--- src/corr_pkg.sv ---
// Shared sizes, sample and count types and frame layout, imported by every correlator module
`default_nettype none

package corr_pkg;

	localparam int NUM_INPUTS = 4;
	localparam int NUM_LAGS = 3; // Lags -1, 0 and +1
	localparam int NUM_BASELINES = 6;
	localparam int NUM_CORR = 18;
	localparam int SAMPLE_W = 4;
	localparam int COUNT_W = 16;
	localparam int MAX_COUNTS = 32000; // An accumulator freezes once it leaves this range

	typedef logic signed [SAMPLE_W-1:0] sample_t;
	typedef logic signed [2*SAMPLE_W-1:0] product_t;
	typedef logic signed [COUNT_W-1:0] count_t;
	typedef logic [4:0] corr_index_t;
	typedef logic [15:0] integ_len_t;

	// Taps of one delay line
	typedef struct packed {
		sample_t cur;
		sample_t prev;
	} delay_taps_t;

	// Word i holds baseline i/3 at lag (i%3)-1
	typedef count_t [NUM_CORR-1:0] corr_frame_t;

	typedef struct packed {
		count_t value;
		corr_index_t index;
		logic last;
	} corr_word_t;

	typedef enum logic [0:0] {
		SER_IDLE,
		SER_SEND
	} ser_state_t;

endpackage

`default_nettype wire

--- src/sample_delay_line.sv ---
// Two-tap delay line for one input, shifts in a sample on each strobe and feeds the correlator
`timescale 1ns/1ps
`default_nettype none

module sample_delay_line (
	input logic pllclk,
	input logic reset,
	input logic strobe,
	input corr_pkg::sample_t sample,
	output corr_pkg::delay_taps_t taps,
	output logic taps_valid
);

	// The lag products read prev on the very first sample, so both taps start at zero
	always_ff @(posedge pllclk) begin
		if (!reset) begin
			taps.cur <= '0;
			taps.prev <= '0;
		end else if (strobe) begin
			taps.prev <= taps.cur;
			taps.cur <= sample;
		end
	end

	// One pulse per captured sample, aligned with the new taps
	always_ff @(posedge pllclk) begin
		if (!reset) begin
			taps_valid <= 1'b0;
		end else begin
			taps_valid <= strobe;
		end
	end

endmodule

`default_nettype wire

--- src/baseline_correlator.sv ---
// Multiplies the delay taps of every line pair at three lags and integrates them into frame counters
`timescale 1ns/1ps
`default_nettype none

module baseline_correlator (
	input logic pllclk,
	input logic reset,
	input corr_pkg::delay_taps_t [corr_pkg::NUM_INPUTS-1:0] taps,
	input logic taps_valid,
	input logic dump,
	output logic acc_update,
	output corr_pkg::corr_frame_t frame,
	output logic frame_ready
);

	import corr_pkg::*;

	product_t prod_next [NUM_CORR];
	product_t prod [NUM_CORR];
	logic prod_valid;
	count_t acc [NUM_CORR];

	// Pair (a,b) gets baseline number a*(2N-a-1)/2 + b-a-1, matching the frame order
	for (genvar a = 0; a < NUM_INPUTS - 1; a++) begin : g_line_a
		for (genvar b = a + 1; b < NUM_INPUTS; b++) begin : g_line_b
			localparam int BL = a * (2 * NUM_INPUTS - a - 1) / 2 + (b - a - 1);

			assign prod_next[BL*NUM_LAGS+0] = taps[a].prev * taps[b].cur; // Lag -1
			assign prod_next[BL*NUM_LAGS+1] = taps[a].cur * taps[b].cur;
			assign prod_next[BL*NUM_LAGS+2] = taps[a].cur * taps[b].prev; // Lag +1
		end
	end

	always_ff @(posedge pllclk) begin
		if (taps_valid) begin
			for (int i = 0; i < NUM_CORR; i++) begin
				prod[i] <= prod_next[i];
			end
		end
	end

	always_ff @(posedge pllclk) begin
		if (!reset) begin
			prod_valid <= 1'b0;
			acc_update <= 1'b0;
		end else begin
			prod_valid <= taps_valid;
			acc_update <= prod_valid;
		end
	end

	// A counter that has left the open range (-MAX_COUNTS, MAX_COUNTS) keeps its value
	// until the next dump, so a long integration saturates instead of wrapping
	always_ff @(posedge pllclk) begin
		if (!reset) begin
			for (int i = 0; i < NUM_CORR; i++) begin
				acc[i] <= '0;
			end
		end else if (dump) begin
			for (int i = 0; i < NUM_CORR; i++) begin
				acc[i] <= '0;
			end
		end else if (prod_valid) begin
			for (int i = 0; i < NUM_CORR; i++) begin
				if (acc[i] > -MAX_COUNTS && acc[i] < MAX_COUNTS) begin
					acc[i] <= acc[i] + prod[i];
				end
			end
		end
	end

	// Snapshot taken on the same edge that clears the counters
	always_ff @(posedge pllclk) begin
		if (!reset) begin
			frame <= '0;
		end else if (dump) begin
			for (int i = 0; i < NUM_CORR; i++) begin
				frame[i] <= acc[i];
			end
		end
	end

	always_ff @(posedge pllclk) begin
		if (!reset) begin
			frame_ready <= 1'b0;
		end else begin
			frame_ready <= dump;
		end
	end

endmodule

`default_nettype wire

--- src/integration_timer.sv ---
// Counts accumulator updates and requests a frame dump once per integration period
`timescale 1ns/1ps
`default_nettype none

module integration_timer (
	input logic pllclk,
	input logic reset,
	input logic acc_update,
	input corr_pkg::integ_len_t integ_samples,
	output logic dump
);

	import corr_pkg::*;

	integ_len_t limit;
	integ_len_t count;
	logic last_update;

	// A zero length would never close, so it runs as one sample per integration
	assign limit = (integ_samples == '0) ? integ_len_t'(1) : integ_samples;

	assign last_update = (count >= limit - integ_len_t'(1));

	always_ff @(posedge pllclk) begin
		if (!reset) begin
			count <= '0;
		end else if (acc_update) begin
			if (last_update) begin
				count <= '0; // Next integration starts from an empty count
			end else begin
				count <= count + integ_len_t'(1);
			end
		end
	end

	// Registered, so the dump lands one cycle after the closing update
	always_ff @(posedge pllclk) begin
		if (!reset) begin
			dump <= 1'b0;
		end else begin
			dump <= acc_update && last_update;
		end
	end

endmodule

`default_nettype wire

--- src/frame_serializer.sv ---
// Streams a captured correlation frame out one word per clock and flags frames that arrive too early
`timescale 1ns/1ps
`default_nettype none

module frame_serializer (
	input logic pllclk,
	input logic reset,
	input corr_pkg::corr_frame_t frame,
	input logic frame_ready,
	output corr_pkg::corr_word_t out_word,
	output logic out_valid,
	output logic overrun
);

	import corr_pkg::*;

	ser_state_t state;
	corr_frame_t frame_buf;
	corr_index_t sel;
	logic at_last;

	assign at_last = (sel == corr_index_t'(NUM_CORR - 1));

	always_ff @(posedge pllclk) begin
		if (!reset) begin
			state <= SER_IDLE;
			sel <= '0;
			overrun <= 1'b0;
		end else begin
			case (state)
				SER_IDLE: begin
					if (frame_ready) begin
						state <= SER_SEND;
						sel <= '0;
					end
				end
				SER_SEND: begin
					// No room for a second frame, it is dropped and the loss is remembered
					if (frame_ready) begin
						overrun <= 1'b1;
					end
					if (at_last) begin
						state <= SER_IDLE;
						sel <= '0;
					end else begin
						sel <= sel + corr_index_t'(1);
					end
				end
				default: begin
					state <= SER_IDLE;
					sel <= '0;
				end
			endcase
		end
	end

	// Private copy so the correlator can dump again while this one is on the wire
	always_ff @(posedge pllclk) begin
		if (state == SER_IDLE && frame_ready) begin
			frame_buf <= frame;
		end
	end

	assign out_valid = (state == SER_SEND);

	always_comb begin
		out_word.value = frame_buf[sel];
		out_word.index = sel;
		out_word.last = at_last; // Marks index 17
	end

endmodule

`default_nettype wire

--- src/correlator_top.sv ---
// Top level of the four-input cross-correlator, wires delay lines, correlator, timer and serializer
`timescale 1ns/1ps
`default_nettype none

module correlator_top (
	input logic pllclk,
	input logic reset,
	input corr_pkg::sample_t [corr_pkg::NUM_INPUTS-1:0] sample_in,
	input logic [corr_pkg::NUM_INPUTS-1:0] sample_strobe,
	input corr_pkg::integ_len_t integ_samples,
	output corr_pkg::corr_word_t out_word,
	output logic out_valid,
	output logic overrun
);

	import corr_pkg::*;

	delay_taps_t [NUM_INPUTS-1:0] taps;
	logic [NUM_INPUTS-1:0] taps_valid;
	logic acc_update;
	logic dump;
	corr_frame_t frame;
	logic frame_ready;

	for (genvar i = 0; i < NUM_INPUTS; i++) begin : g_line
		sample_delay_line u_sample_delay_line (
			.pllclk(pllclk),
			.reset(reset),
			.strobe(sample_strobe[i]),
			.sample(sample_in[i]),
			.taps(taps[i]),
			.taps_valid(taps_valid[i])
		);
	end

	// All strobes arrive together, so line 0 paces the whole array
	baseline_correlator u_baseline_correlator (
		.pllclk(pllclk),
		.reset(reset),
		.taps(taps),
		.taps_valid(taps_valid[0]),
		.dump(dump),
		.acc_update(acc_update),
		.frame(frame),
		.frame_ready(frame_ready)
	);

	integration_timer u_integration_timer (
		.pllclk(pllclk),
		.reset(reset),
		.acc_update(acc_update),
		.integ_samples(integ_samples),
		.dump(dump)
	);

	frame_serializer u_frame_serializer (
		.pllclk(pllclk),
		.reset(reset),
		.frame(frame),
		.frame_ready(frame_ready),
		.out_word(out_word),
		.out_valid(out_valid),
		.overrun(overrun)
	);

endmodule

`default_nettype wire

--- config.mk ---
export PLATFORM = sky130hd
export DESIGN_NAME = correlator_top
export DESIGN_NICKNAME = d
export VERILOG_FILES = /design/src/corr_pkg.sv /design/src/sample_delay_line.sv /design/src/baseline_correlator.sv /design/src/integration_timer.sv /design/src/frame_serializer.sv /design/src/correlator_top.sv
export SDC_FILE = /design/constraint.sdc
export NUM_CORES = 2
export LEC_CHECK = 0
export BUFFER_PORTS_ARGS = -buffer_cell sky130_fd_sc_hd__buf_2
export CAP_MARGIN = 5
export CORE_ASPECT_RATIO = 0.6
export CORE_MARGIN = 2
export CORE_UTILIZATION = 65
export DETAILED_ROUTE_END_ITERATION = 16
export GPL_TIMING_DRIVEN = 1
export PLACE_DENSITY = 0.82
export SETUP_SLACK_MARGIN = 0.02
export SLEW_MARGIN = 10
export SYNTH_ARGS = -nofsm -noshare
export SYNTH_HDL_FRONTEND = slang
export SYNTH_SLANG_ARGS = --single-unit
--- constraint.sdc ---
create_clock -name pllclk -period 21.6 [get_ports pllclk]
set_clock_uncertainty 0.2 [all_clocks]
set_input_delay 4.32 -clock pllclk [delete_from_list [all_inputs] [get_ports pllclk]]
set_output_delay 4.32 -clock pllclk [all_outputs]
set_load 0.05 [all_outputs]
==> reports/metrics.yaml <==
drt:
  wl_per_cell_um: 23.4
  route.vias.total: 44300
  drc: 0
  dr.pass1.iters: 9
  antenna_left: 0
  drt_iter0_drc: 5223
  routed_wl_mm: 165
  vias_per_cell: 6.31
sta:
  period_share: 0.418
  period_minus_slack_ns: 9.02
  rsz0062_at_grt: "false"
  setup_viol_count_final: 0
  drv_slew: 0
  worst_pin_slew_ns: 1.19
  fin_tns_setup_ns: 0
  hold_viol_final: 0
  slew_headroom: 0.206
  fmax_ghz: 0.111
synth:
  synth_compound_area_frac: 0.0901
  syn_nets: 6352
  synth_seq_cells: 1068
  syn-instance-count: 5628
  ys_seq_area_frac: 0.453
  synth_cell_types: 81
  synth_ff_type: "edfxtp_1"
  syn-mean-instance-area_um2: 11.2
  yosys.area.top_type: "edfxtp_1"
  synthArstFlopShare: 0
  synth_top_area_frac: 0.343
  yosys_warnings: 0
  syn-cell-area_um2: 63100
  synth_top_family_by_area: "adder cells"
  synthAdderAreaFrac: 0.158
  synth_edf_count: 720
  synth_xor_xnor_area_share: 0.0421
  synth_area_leaders: "edfxtp_1, dfxtp_1, ha_1, mux2i_1, fa_1"
  synthMuxAreaShare: 0.0843
  yosys.area_share.simple: 0.136
global_routing:
  gr-usage-met2: 0.467
  gr-usage-met3: 0.0877
  busiest_layer: "met1"
  grt_pass1_vias: 42500
  grt-ovfl-total: 0
  use_met1: 0.500
  grt_max_degree: 226
  grt.total_usage: 0.332
  antenna_found_initial: 9
  grt_pass1_wl_mm: 253
cts:
  cts_tree: "yes"
  hold_buffers: 0
  clock_path_buffers: 3
  cts_made_buffers: 96
  clk_pin_slew_worst_paths_ns: 0.07
  clkSinkCount: 1068
  cts_max_level: 3
  cts_root_buffer: "clkbuf_16"
  cts_setup_buffers: 0
  clk_latency_ns: 0.71
  ctsResizeCount: 0
power_and_ir_drop:
  peakVddDrop_uv: 70.4
  p_leak_nw: 27.1
  p_per_area_nw_per_um2: 68.7
placement:
  numPortBuffers: 61
  placed_cell_area_um2: 64500
  dpl.hpwl_mm: 118
  globalplace.congestion: 0.961
worst_hold_path:
  hold_path.class: "reg2reg"
finish:
  drive_above_1_share: 0.0650
  layout_commonest_cell: "edfxtp_1"
  multi_input_area_um2: 32100
  final-seq-area_um2: 28600
  n_fill_cell: 6585
  area_growth_pct: 7.69
  final_area_um2: 67900
  mostFrequentLayoutCells: "edfxtp_1, ha_1, inv_1, nor2_1, mux2i_1"
  layout.nets: 6359
setup_path:
  crit_required_ns: 17.08
  start_kind: "register"
  critPathArrivalTime_ns: 4.50
  crit_type: "reg2out"
  cp_max_fo: 45
  worstPathCellList: "buf_4, mux4_2, mux2i_1, o22a_1, o21ai_0, buf_2"
  slowest_stage: "dfxtp_4"
  end_kind: "output port"
  slowest_delay_ns: 0.91
floorplanning:
  die_w_um: 406
  core-area_um2: 96100
  die_h_um: 245
  dieArea_um2: 99600
  ios: 62
  start_util: 0.656
  fp-row-count: 88
outcome:
  status: "finished, final reports clean"
job:
  drv_cap: 0
-- cell type report --
cell class / count / share of cell area
Multi-Input combinational cell: 3963 / 0.473
Sequential cell: 1068 / 0.421
Clock buffer: 136 / 0.0425
Tap cell: 1305 / 0.0240
Inverter: 408 / 0.0227
Timing Repair Buffer: 98 / 0.00908
Clock inverter: 46 / 0.00726
Antenna cell: 1 / 0.0000368
-- stage by stage --
| stage | instances | total power, mW | hold WS (ns) | util | worst slack [ns] |
|---|---|---|---|---|---|
| after floorplan | 5628 | 2.69 | 0.208 | - | 14.08 |
| after detailed placement | 6842 | 2.84 | 0.214 | 0.671 | 13.21 |
| final | 7025 | 4.67 | 0.218 | 0.707 | 12.58 |
| after CTS | 7024 | 4.65 | 0.220 | 0.707 | 12.62 |
| after global placement | 6842 | 2.82 | 0.211 | 0.671 | 13.32 |
| after global routing | 7025 | 4.80 | 0.227 | 0.707 | 12.33 |
-- worst paths after layout --
check        cells after the start  slack (ns)                                          to                                          startpoint
min reg2reg                      0        0.22  u_frame_serializer.frame_buf[26]$_DFFE_PP_        u_baseline_correlator.frame[26]$_SDFFE_PN0P_
min                              0        0.22  u_frame_serializer.frame_buf[26]$_DFFE_PP_        u_baseline_correlator.frame[26]$_SDFFE_PN0P_
max reg2reg                     14       17.07  u_baseline_correlator.prod[7][7]$_DFFE_PP_  g_line[0].u_sample_delay_line.taps[5]$_SDFFE_PN0P_
max                              6       12.58                                out_word[14]              u_frame_serializer.sel[0]$_SDFFE_PN0P_
-- synth_stat cells (all sizes together) (39+ instances only) --
cell type and instances:
mux4 64, nand3 72, nand4 39, edfxtp 720
xnor2 201, nor3 109, a21oi 229, mux2i 378
clkbuf 118, a21o 91, nor2 399, o211ai 43
nand2 285, fa 180, nor2b 370, nor4 57
buf 71, o21ai 180, nand2b 68, inv 407
ha 506, o21a 50, dfxtp 348, and2 150
xor2 102, a211oi 72
-- metal layers --
layer | wire length [µm] | vias up
li1 | - | 20200
met1 | 71100 | 21600
met2 | 67500 | 2203
met3 | 20200 | 344
met4 | 5590 | 10
met5 | 82 | -
-- report_power, final --
| part | switching (mW) | total (mW) | internal, mW |
|---|---|---|---|
| registers | 0.0700 | 2.30 | 2.23 |
| clock network | 0.817 | 1.85 | 1.04 |
| logic | 0.310 | 0.517 | 0.207 |
-- critical path: cells and delay by family (launching register included) --
kind / cells / cell delay [ns]
multiplexers: 2 / 1.20
buffers and inverters: 2 / 1.17
flip-flops: 1 / 0.91
AO/OA/AOI/OAI: 2 / 0.50
-- cells by family after synthesis --
kind of cell / after synthesis
AND/OR/NAND/NOR: 1660
flip-flops: 1068
AO/OA/AOI/OAI: 864
adder cells (fa/ha/maj): 686
buffers and inverters: 597
multiplexers: 450
XOR/XNOR: 303
-- registers in the layout, summed over array words and instances (netlist names) --
signal                                 count
u_frame_serializer.sel                     5
u_frame_serializer.out_valid               1
u_baseline_correlator.frame_ready          1
u_frame_serializer.frame_buf             288
u_frame_serializer.overrun                 1
u_baseline_correlator.acc                288
u_baseline_correlator.acc_update           1
u_integration_timer.dump                   1
u_integration_timer.count                 16
u_baseline_correlator.frame              288
g_line.u_sample_delay_line.taps           32
u_baseline_correlator.prod               144
g_line.u_sample_delay_line.taps_valid      1
u_baseline_correlator.prod_valid           1
No activity file was read; power rests on OpenSTA's default activity.
